--- config.mk ---
export PLATFORM = sky130hd
export DESIGN_NAME = vector_keyboard
export DESIGN_NICKNAME = d
export VERILOG_FILES = /design/src/hw/kbd_pkg.sv /design/src/hw/ps2_receiver.sv /design/src/hw/scan_to_matrix.sv /design/src/hw/key_matrix.sv /design/src/hw/vector_keyboard.sv
export VERILOG_INCLUDE_DIRS = /design/src /design/src/hw
export SDC_FILE = /design/constraint.sdc
export NUM_CORES = 1
export LEC_CHECK = 0
export BUFFER_PORTS_ARGS = -buffer_cell sky130_fd_sc_hd__buf_2
export CAP_MARGIN = 20
export CORE_MARGIN = 5
export CORE_UTILIZATION = 40
export CTS_CLUSTER_SIZE = 12
export DETAILED_ROUTE_END_ITERATION = 6
export SYNTH_ARGS = -nofsm -noshare
export SYNTH_HDL_FRONTEND = slang
export SYNTH_SLANG_ARGS = --single-unit
--- constraint.sdc ---
create_clock -name clkk -period 5.3 [get_ports clkk]
set_clock_uncertainty 0.05 [all_clocks]
set_input_delay 0.795 -clock clkk [delete_from_list [all_inputs] [get_ports clkk]]
set_output_delay 0.795 -clock clkk [all_outputs]
set_load 0.005 [all_outputs]
--- src/hw/kbd_config.svh ---
/*
 * keyboard adapter configuration
 * matrix geometry, PS/2 prefix bytes and input synchronizer depth
 */
`ifndef KBD_CONFIG_SVH
`define KBD_CONFIG_SVH

// number of rows in the key matrix, one row_bits_t each
`define KBD_ROWS 8

// prefix byte sent before the scan code of a released key
`define KBD_BREAK_CODE 8'hF0

// prefix byte of the extended (grey) key set
`define KBD_EXT_CODE 8'hE0

// flops on each asynchronous PS/2 line, must be 2 or more
`define KBD_SYNC_STAGES 2

`endif

--- src/hw/kbd_pkg.sv ---
/*
 * keyboard adapter types
 * scan codes, matrix coordinates, modifier ids and the lookup entry
 */
package kbd_pkg;

	// one PS/2 scan code byte
	typedef logic [7:0] scan_code_t;

	// matrix coordinates
	typedef logic [2:0] row_idx_t;
	typedef logic [2:0] col_idx_t;

	// one bit per column, also used for the row select byte
	typedef logic [7:0] row_bits_t;

	typedef enum logic [1:0] {mod_shift, mod_ctrl, mod_rus, mod_blksbr} mod_id_t;

	typedef enum logic [1:0] {kind_none, kind_matrix, kind_modifier} entry_kind_t;

	// -----------------------------------------------------------
	// lookup entry, kind always in the top two bits
	// -----------------------------------------------------------
	// sshift marks keys that need a computer-side shift
	typedef struct packed {
		entry_kind_t kind;
		row_idx_t    row;
		col_idx_t    col;
		logic        sshift;
	} matrix_view_t;

	typedef struct packed {
		entry_kind_t kind;
		mod_id_t     id;
		logic [4:0]  pad;
	} modifier_view_t;

	// two kind bits over a seven bit payload
	typedef union packed {
		matrix_view_t   mat;
		modifier_view_t mods;
	} map_entry_u;

endpackage

--- src/hw/ps2_receiver.sv ---
/*
 * PS/2 receiver
 * synchronizes the keyboard lines, shifts in 11-bit frames and
 * offers each good byte on a valid/ready channel
 */
`timescale 1ns/100ps
`include "kbd_config.svh"

module ps2_receiver (
	input  logic                clkk,
	input  logic                reset,
	input  logic                ps2_clk,
	input  logic                ps2_dat,
	input  logic                scan_ready,
	output logic                scan_valid,
	output kbd_pkg::scan_code_t scan_code
);

	// synchronizer chains, newest sample in bit 0
	logic [`KBD_SYNC_STAGES-1:0] clk_sync;
	logic [`KBD_SYNC_STAGES-1:0] dat_sync;
	logic       clk_prev;
	logic       fall;
	logic [3:0] bit_cnt;
	// last ten bits received, start bit ends up in bit 0
	logic [9:0]  frame;
	logic [10:0] frame_next;
	logic        frame_ok;
	logic        load;

	// keyboard changes data while its clock is high, sample on the fall
	assign fall = clk_prev & ~clk_sync[`KBD_SYNC_STAGES-1];

	// whole frame as it stands once the current bit is in
	assign frame_next = {dat_sync[`KBD_SYNC_STAGES-1], frame};

	// start 0, odd parity over data and parity bit, stop 1
	assign frame_ok = ~frame_next[0] & (^frame_next[9:1]) & frame_next[10];

	// stop bit arriving on a good frame with an empty holding register
	assign load = fall && (bit_cnt == 4'd10) && frame_ok && !scan_valid;

	// -----------------------------------------------------------
	// control: sync, bit counter, valid
	// -----------------------------------------------------------
	always_ff @(posedge clkk) begin
		if (reset) begin
			// idle lines are high
			clk_sync   <= '1;
			dat_sync   <= '1;
			clk_prev   <= 1'b1;
			bit_cnt    <= 4'd0;
			scan_valid <= 1'b0;
		end else begin
			clk_sync <= {clk_sync[`KBD_SYNC_STAGES-2:0], ps2_clk};
			dat_sync <= {dat_sync[`KBD_SYNC_STAGES-2:0], ps2_dat};
			clk_prev <= clk_sync[`KBD_SYNC_STAGES-1];

			if (scan_valid && scan_ready)
				scan_valid <= 1'b0;

			if (fall) begin
				if (bit_cnt == 4'd10)
					bit_cnt <= 4'd0;
				else
					bit_cnt <= bit_cnt + 4'd1;
			end

			// a bad frame or a full register just drops the byte
			if (load)
				scan_valid <= 1'b1;
		end
	end

	// payload shift register and holding register
	always_ff @(posedge clkk) begin
		if (fall)
			frame <= frame_next[10:1];
		if (load)
			scan_code <= frame_next[8:1];
	end

endmodule

--- src/hw/scan_to_matrix.sv ---
/*
 * scan code lookup
 * maps a PS/2 set 2 code to a matrix cell or a modifier,
 * shared by make and break
 */
`timescale 1ns/100ps

module scan_to_matrix (
	input  kbd_pkg::scan_code_t lookup_code,
	output kbd_pkg::map_entry_u lookup_entry
);

	function automatic kbd_pkg::map_entry_u mat_key(
		input kbd_pkg::row_idx_t row,
		input kbd_pkg::col_idx_t col,
		input logic              sshift
	);
		kbd_pkg::map_entry_u e;
		e.mat.kind   = kbd_pkg::kind_matrix;
		e.mat.row    = row;
		e.mat.col    = col;
		e.mat.sshift = sshift;
		return e;
	endfunction

	function automatic kbd_pkg::map_entry_u mod_key(input kbd_pkg::mod_id_t id);
		kbd_pkg::map_entry_u e;
		e.mods.kind = kbd_pkg::kind_modifier;
		e.mods.id   = id;
		e.mods.pad  = '0;
		return e;
	endfunction

	always_comb begin
		// kind_none, also for both prefixes
		lookup_entry = '0;
		case (lookup_code)
			// modifiers, both shifts share one flag
			8'h12: lookup_entry = mod_key(kbd_pkg::mod_shift);
			8'h59: lookup_entry = mod_key(kbd_pkg::mod_shift);
			8'h14: lookup_entry = mod_key(kbd_pkg::mod_ctrl);
			8'h58: lookup_entry = mod_key(kbd_pkg::mod_rus);
			8'h07: lookup_entry = mod_key(kbd_pkg::mod_blksbr);
			// row 0 editing keys
			8'h5A: lookup_entry = mat_key(3'd0, 3'd1, 1'b0);
			8'h66: lookup_entry = mat_key(3'd0, 3'd3, 1'b0);
			// digits 0..7 on row 2
			8'h45: lookup_entry = mat_key(3'd2, 3'd0, 1'b0);
			8'h16: lookup_entry = mat_key(3'd2, 3'd1, 1'b0);
			8'h1E: lookup_entry = mat_key(3'd2, 3'd2, 1'b0);
			8'h26: lookup_entry = mat_key(3'd2, 3'd3, 1'b0);
			8'h25: lookup_entry = mat_key(3'd2, 3'd4, 1'b0);
			8'h2E: lookup_entry = mat_key(3'd2, 3'd5, 1'b0);
			8'h36: lookup_entry = mat_key(3'd2, 3'd6, 1'b0);
			8'h3D: lookup_entry = mat_key(3'd2, 3'd7, 1'b0);
			// apostrophe is shifted 7 on the computer
			8'h52: lookup_entry = mat_key(3'd2, 3'd7, 1'b1);
			// row 3: 8 9 : ; , - . /
			8'h3E: lookup_entry = mat_key(3'd3, 3'd0, 1'b0);
			8'h46: lookup_entry = mat_key(3'd3, 3'd1, 1'b0);
			8'h4C: lookup_entry = mat_key(3'd3, 3'd3, 1'b0);
			8'h4E: lookup_entry = mat_key(3'd3, 3'd5, 1'b0);
			// equals is shifted minus
			8'h55: lookup_entry = mat_key(3'd3, 3'd5, 1'b1);
			// letters, @ A..G on row 4
			8'h0E: lookup_entry = mat_key(3'd4, 3'd0, 1'b0);
			8'h1C: lookup_entry = mat_key(3'd4, 3'd1, 1'b0);
			8'h32: lookup_entry = mat_key(3'd4, 3'd2, 1'b0);
			8'h21: lookup_entry = mat_key(3'd4, 3'd3, 1'b0);
			8'h23: lookup_entry = mat_key(3'd4, 3'd4, 1'b0);
			8'h24: lookup_entry = mat_key(3'd4, 3'd5, 1'b0);
			8'h2B: lookup_entry = mat_key(3'd4, 3'd6, 1'b0);
			8'h34: lookup_entry = mat_key(3'd4, 3'd7, 1'b0);
			// H..O
			8'h33: lookup_entry = mat_key(3'd5, 3'd0, 1'b0);
			8'h43: lookup_entry = mat_key(3'd5, 3'd1, 1'b0);
			8'h3B: lookup_entry = mat_key(3'd5, 3'd2, 1'b0);
			8'h42: lookup_entry = mat_key(3'd5, 3'd3, 1'b0);
			8'h4B: lookup_entry = mat_key(3'd5, 3'd4, 1'b0);
			8'h3A: lookup_entry = mat_key(3'd5, 3'd5, 1'b0);
			8'h31: lookup_entry = mat_key(3'd5, 3'd6, 1'b0);
			8'h44: lookup_entry = mat_key(3'd5, 3'd7, 1'b0);
			// P..W
			8'h4D: lookup_entry = mat_key(3'd6, 3'd0, 1'b0);
			8'h15: lookup_entry = mat_key(3'd6, 3'd1, 1'b0);
			8'h2D: lookup_entry = mat_key(3'd6, 3'd2, 1'b0);
			8'h1B: lookup_entry = mat_key(3'd6, 3'd3, 1'b0);
			8'h2C: lookup_entry = mat_key(3'd6, 3'd4, 1'b0);
			8'h3C: lookup_entry = mat_key(3'd6, 3'd5, 1'b0);
			8'h2A: lookup_entry = mat_key(3'd6, 3'd6, 1'b0);
			8'h1D: lookup_entry = mat_key(3'd6, 3'd7, 1'b0);
			// X Y Z and space
			8'h22: lookup_entry = mat_key(3'd7, 3'd0, 1'b0);
			8'h35: lookup_entry = mat_key(3'd7, 3'd1, 1'b0);
			8'h1A: lookup_entry = mat_key(3'd7, 3'd2, 1'b0);
			8'h29: lookup_entry = mat_key(3'd7, 3'd7, 1'b0);
			default: lookup_entry = '0;
		endcase
	end

endmodule

--- src/hw/key_matrix.sv ---
/*
 * key matrix
 * make/break sequencer, 8x8 key storage, modifier flags and the
 * registered readout of the selected rows
 */
`timescale 1ns/100ps
`include "kbd_config.svh"

module key_matrix (
	input  logic                clkk,
	input  logic                reset,
	input  logic                scan_valid,
	input  kbd_pkg::scan_code_t scan_code,
	output logic                scan_ready,
	output kbd_pkg::scan_code_t lookup_code,
	input  kbd_pkg::map_entry_u lookup_entry,
	input  kbd_pkg::row_bits_t  rowselect,
	output kbd_pkg::row_bits_t  rowbits,
	output logic                key_shift,
	output logic                key_ctrl,
	output logic                key_rus,
	output logic                key_blksbr
);

	kbd_pkg::row_bits_t matrix [`KBD_ROWS];
	kbd_pkg::row_bits_t col_onehot;
	kbd_pkg::row_bits_t row_or;
	// high during the update step that follows each transfer
	logic busy;
	// prefix flags
	logic brk;
	logic ext;
	// shift as sent by the keyboard
	logic ps2_shift;
	// set while a key that needs computer-side shift is down
	logic held_sshift;

	assign scan_ready = ~busy;

	// computer sees the keyboard shift flipped by a synthesized one
	assign key_shift = ps2_shift ^ held_sshift;

	// one-hot column of the looked-up cell
	always_comb begin
		col_onehot = '0;
		col_onehot[lookup_entry.mat.col] = 1'b1;
	end

	// byte is held for the lookup during the update step
	always_ff @(posedge clkk) begin
		if (scan_valid && scan_ready)
			lookup_code <= scan_code;
	end

	// -----------------------------------------------------------
	// sequencer and key state
	// -----------------------------------------------------------
	always_ff @(posedge clkk) begin
		if (reset) begin
			busy        <= 1'b0;
			brk         <= 1'b0;
			ext         <= 1'b0;
			ps2_shift   <= 1'b0;
			key_ctrl    <= 1'b0;
			key_rus     <= 1'b0;
			key_blksbr  <= 1'b0;
			held_sshift <= 1'b0;
			for (int r = 0; r < `KBD_ROWS; r++)
				matrix[r] <= '0;
		end else if (!busy) begin
			// idle, take a byte
			if (scan_valid)
				busy <= 1'b1;
		end else begin
			busy <= 1'b0;
			if (lookup_code == `KBD_BREAK_CODE) begin
				brk <= 1'b1;
			end else if (lookup_code == `KBD_EXT_CODE) begin
				ext <= 1'b1;
			end else begin
				brk <= 1'b0;
				ext <= 1'b0;
				case (lookup_entry.mat.kind)
					kbd_pkg::kind_matrix: begin
						if (brk)
							matrix[lookup_entry.mat.row] <=
								matrix[lookup_entry.mat.row] & ~col_onehot;
						else
							matrix[lookup_entry.mat.row] <=
								matrix[lookup_entry.mat.row] | col_onehot;
						// synthesized shift lives until that key's release
						if (lookup_entry.mat.sshift)
							held_sshift <= ~brk;
					end
					kbd_pkg::kind_modifier: begin
						case (lookup_entry.mods.id)
							// E0 12 and E0 59 are fake shifts around grey keys
							kbd_pkg::mod_shift: if (!ext) ps2_shift <= ~brk;
							kbd_pkg::mod_ctrl: key_ctrl <= ~brk;
							kbd_pkg::mod_rus: key_rus <= ~brk;
							kbd_pkg::mod_blksbr: key_blksbr <= ~brk;
							default: ;
						endcase
					end
					// unknown keys only clear the prefixes
					default: ;
				endcase
			end
		end
	end

	// -----------------------------------------------------------
	// row readout
	// -----------------------------------------------------------
	// OR of every row whose select bit is set
	always_comb begin
		row_or = '0;
		for (int r = 0; r < `KBD_ROWS; r++) begin
			if (rowselect[r])
				row_or = row_or | matrix[r];
		end
	end

	always_ff @(posedge clkk) begin
		if (reset)
			rowbits <= '0;
		else
			rowbits <= row_or;
	end

endmodule

--- src/hw/vector_keyboard.sv ---
/*
 * keyboard adapter top level
 * PS/2 receiver feeding the scan code lookup and the key matrix
 */
`timescale 1ns/100ps

module vector_keyboard (
	input  logic               clkk,
	input  logic               reset,
	input  logic               ps2_clk,
	input  logic               ps2_dat,
	input  kbd_pkg::row_bits_t rowselect,
	output kbd_pkg::row_bits_t rowbits,
	output logic               key_shift,
	output logic               key_ctrl,
	output logic               key_rus,
	output logic               key_blksbr
);

	// byte channel
	logic                scan_valid;
	logic                scan_ready;
	kbd_pkg::scan_code_t scan_code;
	// lookup path
	kbd_pkg::scan_code_t lookup_code;
	kbd_pkg::map_entry_u lookup_entry;

	ps2_receiver u_ps2_receiver (
		.clkk       (clkk),
		.reset      (reset),
		.ps2_clk    (ps2_clk),
		.ps2_dat    (ps2_dat),
		.scan_ready (scan_ready),
		.scan_valid (scan_valid),
		.scan_code  (scan_code)
	);

	scan_to_matrix u_scan_to_matrix (
		.lookup_code  (lookup_code),
		.lookup_entry (lookup_entry)
	);

	key_matrix u_key_matrix (
		.clkk         (clkk),
		.reset        (reset),
		.scan_valid   (scan_valid),
		.scan_code    (scan_code),
		.scan_ready   (scan_ready),
		.lookup_code  (lookup_code),
		.lookup_entry (lookup_entry),
		.rowselect    (rowselect),
		.rowbits      (rowbits),
		.key_shift    (key_shift),
		.key_ctrl     (key_ctrl),
		.key_rus      (key_rus),
		.key_blksbr   (key_blksbr)
	);

endmodule

### After elaboration in Yosys (flattened, before gate mapping)

Memory sizes are Yosys's and may differ from the RTL's. A register that Yosys moved wholly into a read port is not among the register bits.
Index checks and enable logic that the tools add are counted.

* $add $sub $neg: 1
* $lt $le $gt $ge: 2
* equal/unequal tests: 9
* mux-type cells: 39
* bitwise gates (word level): 22
* reduce and logical (&&, ||, !) cells: 18

Operator list (number)
* 2-to-1 mux 8 bit: 10
* OR 8 bit: 8
* 2-to-1 mux 1 bit: 24
* AND reduction 5 bit: 4
* equality test 8 bit (second input constant): 2
* 2-to-1 mux 9 bit: 1
* parity 9 bit: 1
* bitwise AND 8 bit: 1
* inverter 8 bit: 1
* OR reduction 8 bit: 1
* 2-to-1 mux 7 bit: 1
* inverter 1 bit: 7
* equality test 2 bit (second input constant): 3
* AND reduction 6 bit: 1
* logical AND 1 bit: 5
* adder 4 x 1 -> 4 bit (second input constant): 1
* equality test 2 x 1 -> 1 bit (second input constant): 2
* equality test 4 bit (second input constant): 1
* < comparator 3 x 4 -> 1 bit (second input constant): 1
* 2-to-1 mux 4 bit: 1
* AND reduction 2 bit: 2
* bitwise AND 1 bit: 3
* demux 1 bit (select 3 bit): 1
* >= comparator 3 x 1 -> 1 bit (second input constant): 1
* other kinds (8): 8

* flip-flop bits (word level): 52
* memory bits (writable): 64
* memory bits (read-only): 1152
* input port bits: 12
* output and inout port bits: 12
* word-level logic and storage cells: 110
* memories kept: 2

Memories
* (name not given): words 128, bits a word 9, read ports 1, clocked after Yosys merged registers in 1, wr ports 0, RTL line scan_to_matrix.sv:37 `case (lookup_code)`
* u_key_matrix.matrix: words 8, bits a word 8, read ports 9, clocked after Yosys merged registers in 0, wr ports 8, RTL line key_matrix.sv:25 `` kbd_pkg::row_bits_t matrix [`KBD_ROWS]; ``

### Depth between registers and ports, before layout

* depth in word-level cells: 15
* gate-level depth with buffers: 12
* mapped depth without buffers: 11

### Modules after synthesis

A second synthesis with hierarchy kept.

* cells, all modules: 548
* area total of the unflattened synthesis: 6406.1 µm²

Modules (own cells, without submodules)
* key_matrix: instances 1, cells each 322, area each 4291.6 µm², seq. area each 2482.4 µm²
* scan_to_matrix: instances 1, cells each 160, area each 1109.8 µm², seq. area each 0.0 µm²
* ps2_receiver: instances 1, cells each 66, area each 1004.7 µm², seq. area each 740.7 µm²

### Least setup slack after synthesis

OpenSTA, ideal clock, no wires.

* path type: register to register
* from: register u_key_matrix.busy
* to: register (tool-made name)
* library setup time: 79 ps
* data arrival time: 2276 ps
* data required time: 5171 ps
* slack: 2895 ps
* cell stages (with the launch flop): 13
* path buffers: 1
* period minus slack after synthesis: 2405 ps
* cell sequence: dfxtp_1 > nand2b_4 > inv_6 > buf_6 > nor2_1 > a21o_1 > inv_1 > ha_1 > and4b_1 > a31oi_1 > mux2_1 > a221o_1 > o211ai_1

RTL lines
* start, declared: RTL line key_matrix.sv:29 `logic busy;`
* start signal, assigned: RTL line key_matrix.sv:60 `busy <= 1'b0;`
* start signal, assigned: RTL line key_matrix.sv:73 `busy <= 1'b1;`
* start signal, assigned: RTL line key_matrix.sv:75 `busy <= 1'b0;`

==> results list <==
- STA classifies the critical path endpoint as a flip-flop.
- Number of buffers created by CTS: 17
* Largest vdd supply drop: ~240 uV
* Static Leak: 2.66 nW
- Cell area after placement: between 0.007 and 0.008 mm2
- Synthesized net count: between 600 and 700
- Number of synthesis warnings: 0
- After synthesis, the share of flip-flops with an asynchronous set or reset is 0%.
- Number of failing hold endpoints at the final stage: 0
* Detailed router's first-iteration violation count: 730
- Post-CTS Setup Inserts: 0
- Total routing resource utilization after global routing: 21.2%
* Count of buffering cells on the critical path with inverters included: 3
- Via Count: 5675
- 0 antenna diodes ended up in the layout.
- Dividing the detail-routed wire length by the instance count gives 23.5 um.
- Filler cell count in the final layout: 1562
* TritonRoute pass-1 iters: 5
- Number of library cell types mapped by synthesis: 82
- The finished cells cover ~0.0077 mm2.
- Synthesized area per cell: 10.5 um2
* Initial Util: 40.9%
- The signal on the critical path passes through nand2b_4, inv_6, nor2_1, a21o_1, inv_1, ha_1, inv_1, o211ai_1, o22ai_1, a311oi_1, o221ai_1.
- Maximum number of pins on one net before global-route repair: 38
* Combined area of all synthesized cells: 0.00684 mm2
- Cell count after placement: 861
* Run status: completed
- In this run the worst path has a maximum fanout of 25.
* Prevailing post-synth register cell: edfxtp_1
- Data arrival time of the critical path: between 3 and 4 ns
- The final layout contains routed wiring with a total length of 21000 um.
- The net count of the finished layout is 683.
* Cell chosen for the clock root: clkbuf_16
- The worst register-to-register path begins at u_key_matrix.busy.
- Clock latency on the worst-skew pair, taken at its later pin, is 0.42 ns.
- The critical path is of the flip-flop to flip-flop type.
- Launching element type of the critical path: flip-flop
- Relative slew margins: 21.7%
- After global routing the overflow that remains totals 0.
* Number of flops mapped to enable cells by yosys: 90
- The wire-length estimate of the detail-placed layout is 14000 um.
- The slowest stage of the critical path is the dfxtp_1 cell.
- TritonCTS built the clock tree.
- Clk buf depth: 2
- Synthesis handed over a netlist of 653 instances.
* Deepest level of the CTS H-tree: 4
- The floorplan step defined a core boundary enclosing 0.0167 mm2.
- Cell type group with the largest total delay on the critical path: compound AO/OA/AOI/OAI gates
* Most common library cell in the layout ignoring fill and taps: edfxtp_1
* Setup repair after global routing missed its margin: no
- For this run, the slowest stage of the critical path takes 0.82 ns.
- In this run the vertical extent of the chip is 141 um.
* TNS Setup: 0 ns
- Final count of pins violating max slew: 0
- Buffers inserted to repair hold after CTS numbered 0.
- Via count of the first global-routing pass: 5474
* Count of port buffers added during placement: 23
* Fmax: 283 MHz
- The congestion estimate from routability-driven global placement came to around 0.95.
- Clock tree synthesis found a total of between 100 and 150 sinks.
* Detailed-route vias per instance: 6.35
* Finished Layout Cells: approximately 890
- The worst hold path begins at u_ps2_receiver.dat_sync[0].
* Library cell occupying the most area in the post-synthesis netlist: edfxtp_1
* Data required time of the worst path: 5.53 ns
* Critical Path Start: u_key_matrix.busy
- Total power divided by cell area: about 300 mW/mm2
- Most Frequent Cell on Critical Path: inv_1
- Ratio of cells with drive above 1 in the final layout: between 10% and 20%
- Total power for the finished layout comes to 2.29 mW.
- DRC errors left: 0
- After clock tree synthesis, the clock-pin slew on the worst setup and hold paths is 0.06 ns.
- In this run, synthesis produced a sequential element count of 125.
- Yosys attributes the largest share of cell area to edfxtp_1 40%, dfxtp_1 10%, nor2_1 4.3%.
- Min cycle time layout: between 3 and 4 ns
- Site row count: 47
- Detail Route Antenna Nets: 0
- Leaving out fill and tap cells, the most frequent cells in the layout are 90 x edfxtp_1, 79 x nor2_1, 35 x dfxtp_1, 32 x nor3_1, 32 x a22oi_1.
- The min-delay analysis places its worst path in the category flip-flop to flip-flop.
* Initial antenna violation count: 0
- After clock tree synthesis, the repair step resized 0 gates.
* Die X-Extent: between 100 and 150 um
* Setup violations, final: 0
- In this run the count of I/O pins placed on the die edge is 24.
- In the finished design, the share of the clock period the worst path needs comes to 66.7%.
* Slew of the pin with the lowest slew margin: 1.17 ns
* Wire length of the first global-routing pass: 32200 um
- Area of the die: 0.0198 mm2
- The area growth from synthesis to layout is 12.0%.
- The tool flagged a number of max-cap violations equal to 0.
* Area share of the largest cell type after synthesis: roughly two fifths
- Sequential area share after synthesis: 49.8%
-- kinds of logic after synthesis --
kind of cell	Yosys count	synth area share [%]
buffers and inverters	64	4.21
DFF	125	49.8
and+or+nand+nor	228	17.7
muxes	34	5.42
adders and majority gates	11	2.01
AOI/OAI and AO/OA	179	19.3
xor gates and xnor gates	12	1.54
-- final cells by class --
class	count	area [um2]	area share (%)
Tap cell	220	275	3.60
Sequential cell	125	3400	44.5
Multi-Input combinational cell	464	3140	41.1
Inverter	21	83.8	1.10
Clock inverter	15	146	1.91
Timing Repair Buffer	31	175	2.29
Clock buffer	17	425	5.56
-- flip-flops by register name, indices dropped and copies added, names as in the netlist, 2 cells and up, named ones only --
name                      cells
u_ps2_receiver.scan_code      8
u_key_matrix.matrix          64
u_ps2_receiver.frame         10
u_ps2_receiver.dat_sync       2
u_ps2_receiver.clk_sync       2
u_key_matrix.rowbits          8
u_ps2_receiver.bit_cnt        4
u_key_matrix.lookup_code      8
-- synth_stat cells, drive strengths merged (11+ instances only) --
cell	instances
mux2i	23
nor2	79
nand3	17
a31oi	19
a21oi	21
o21ai	26
ha	11
clkbuf	22
edfxtp	90
dfxtp	35
buf	21
nor3	32
a22oi	32
mux2	11
nand2	23
nand2b	20
inv	21
-- where the power goes --
group	total, mW	leakage (nW)	switching (mW)	internal, mW
Sequential	1.08	1.18	0.0148	1.07
Clock	1.12	0.277	0.436	0.688
Combinational	0.0800	1.20	0.0534	0.0266
-- metrics by stage --
step           hold slack, ns  setup slack (ns)  util (%)
2_1_floorplan           0.339              2.89         -
6_report                0.362              1.77      45.8
3_3_place_gp            0.344              1.97      42.4
5_1_grt                 0.381              1.51      45.8
3_5_place_dp            0.349              1.89      42.4
4_1_cts                 0.367              1.88      45.8
-- layer usage --
metal  vias up  share of wire (%)  routed length (um)  track usage (%)
li1       2533                  -                   -                -
met1      2736                 42                8850             29.1
met2       341                 43                9060             30.8
met3        65                 11                2290             6.13
met4         0                3.7                 775             10.4
met5         -                  0                   0                0
-- path summary, 6_finish.rpt --
kind	end	slack, ns	cells past startpoint
worst min register to register	u_ps2_receiver.dat_sync[1]	0.36	1
worst max register to register	flip-flop	1.77	11
worst min-delay path	u_ps2_receiver.dat_sync[1]	0.36	1
worst max-delay path	flip-flop	1.77	11
Power figures use the tool's default switching activity.
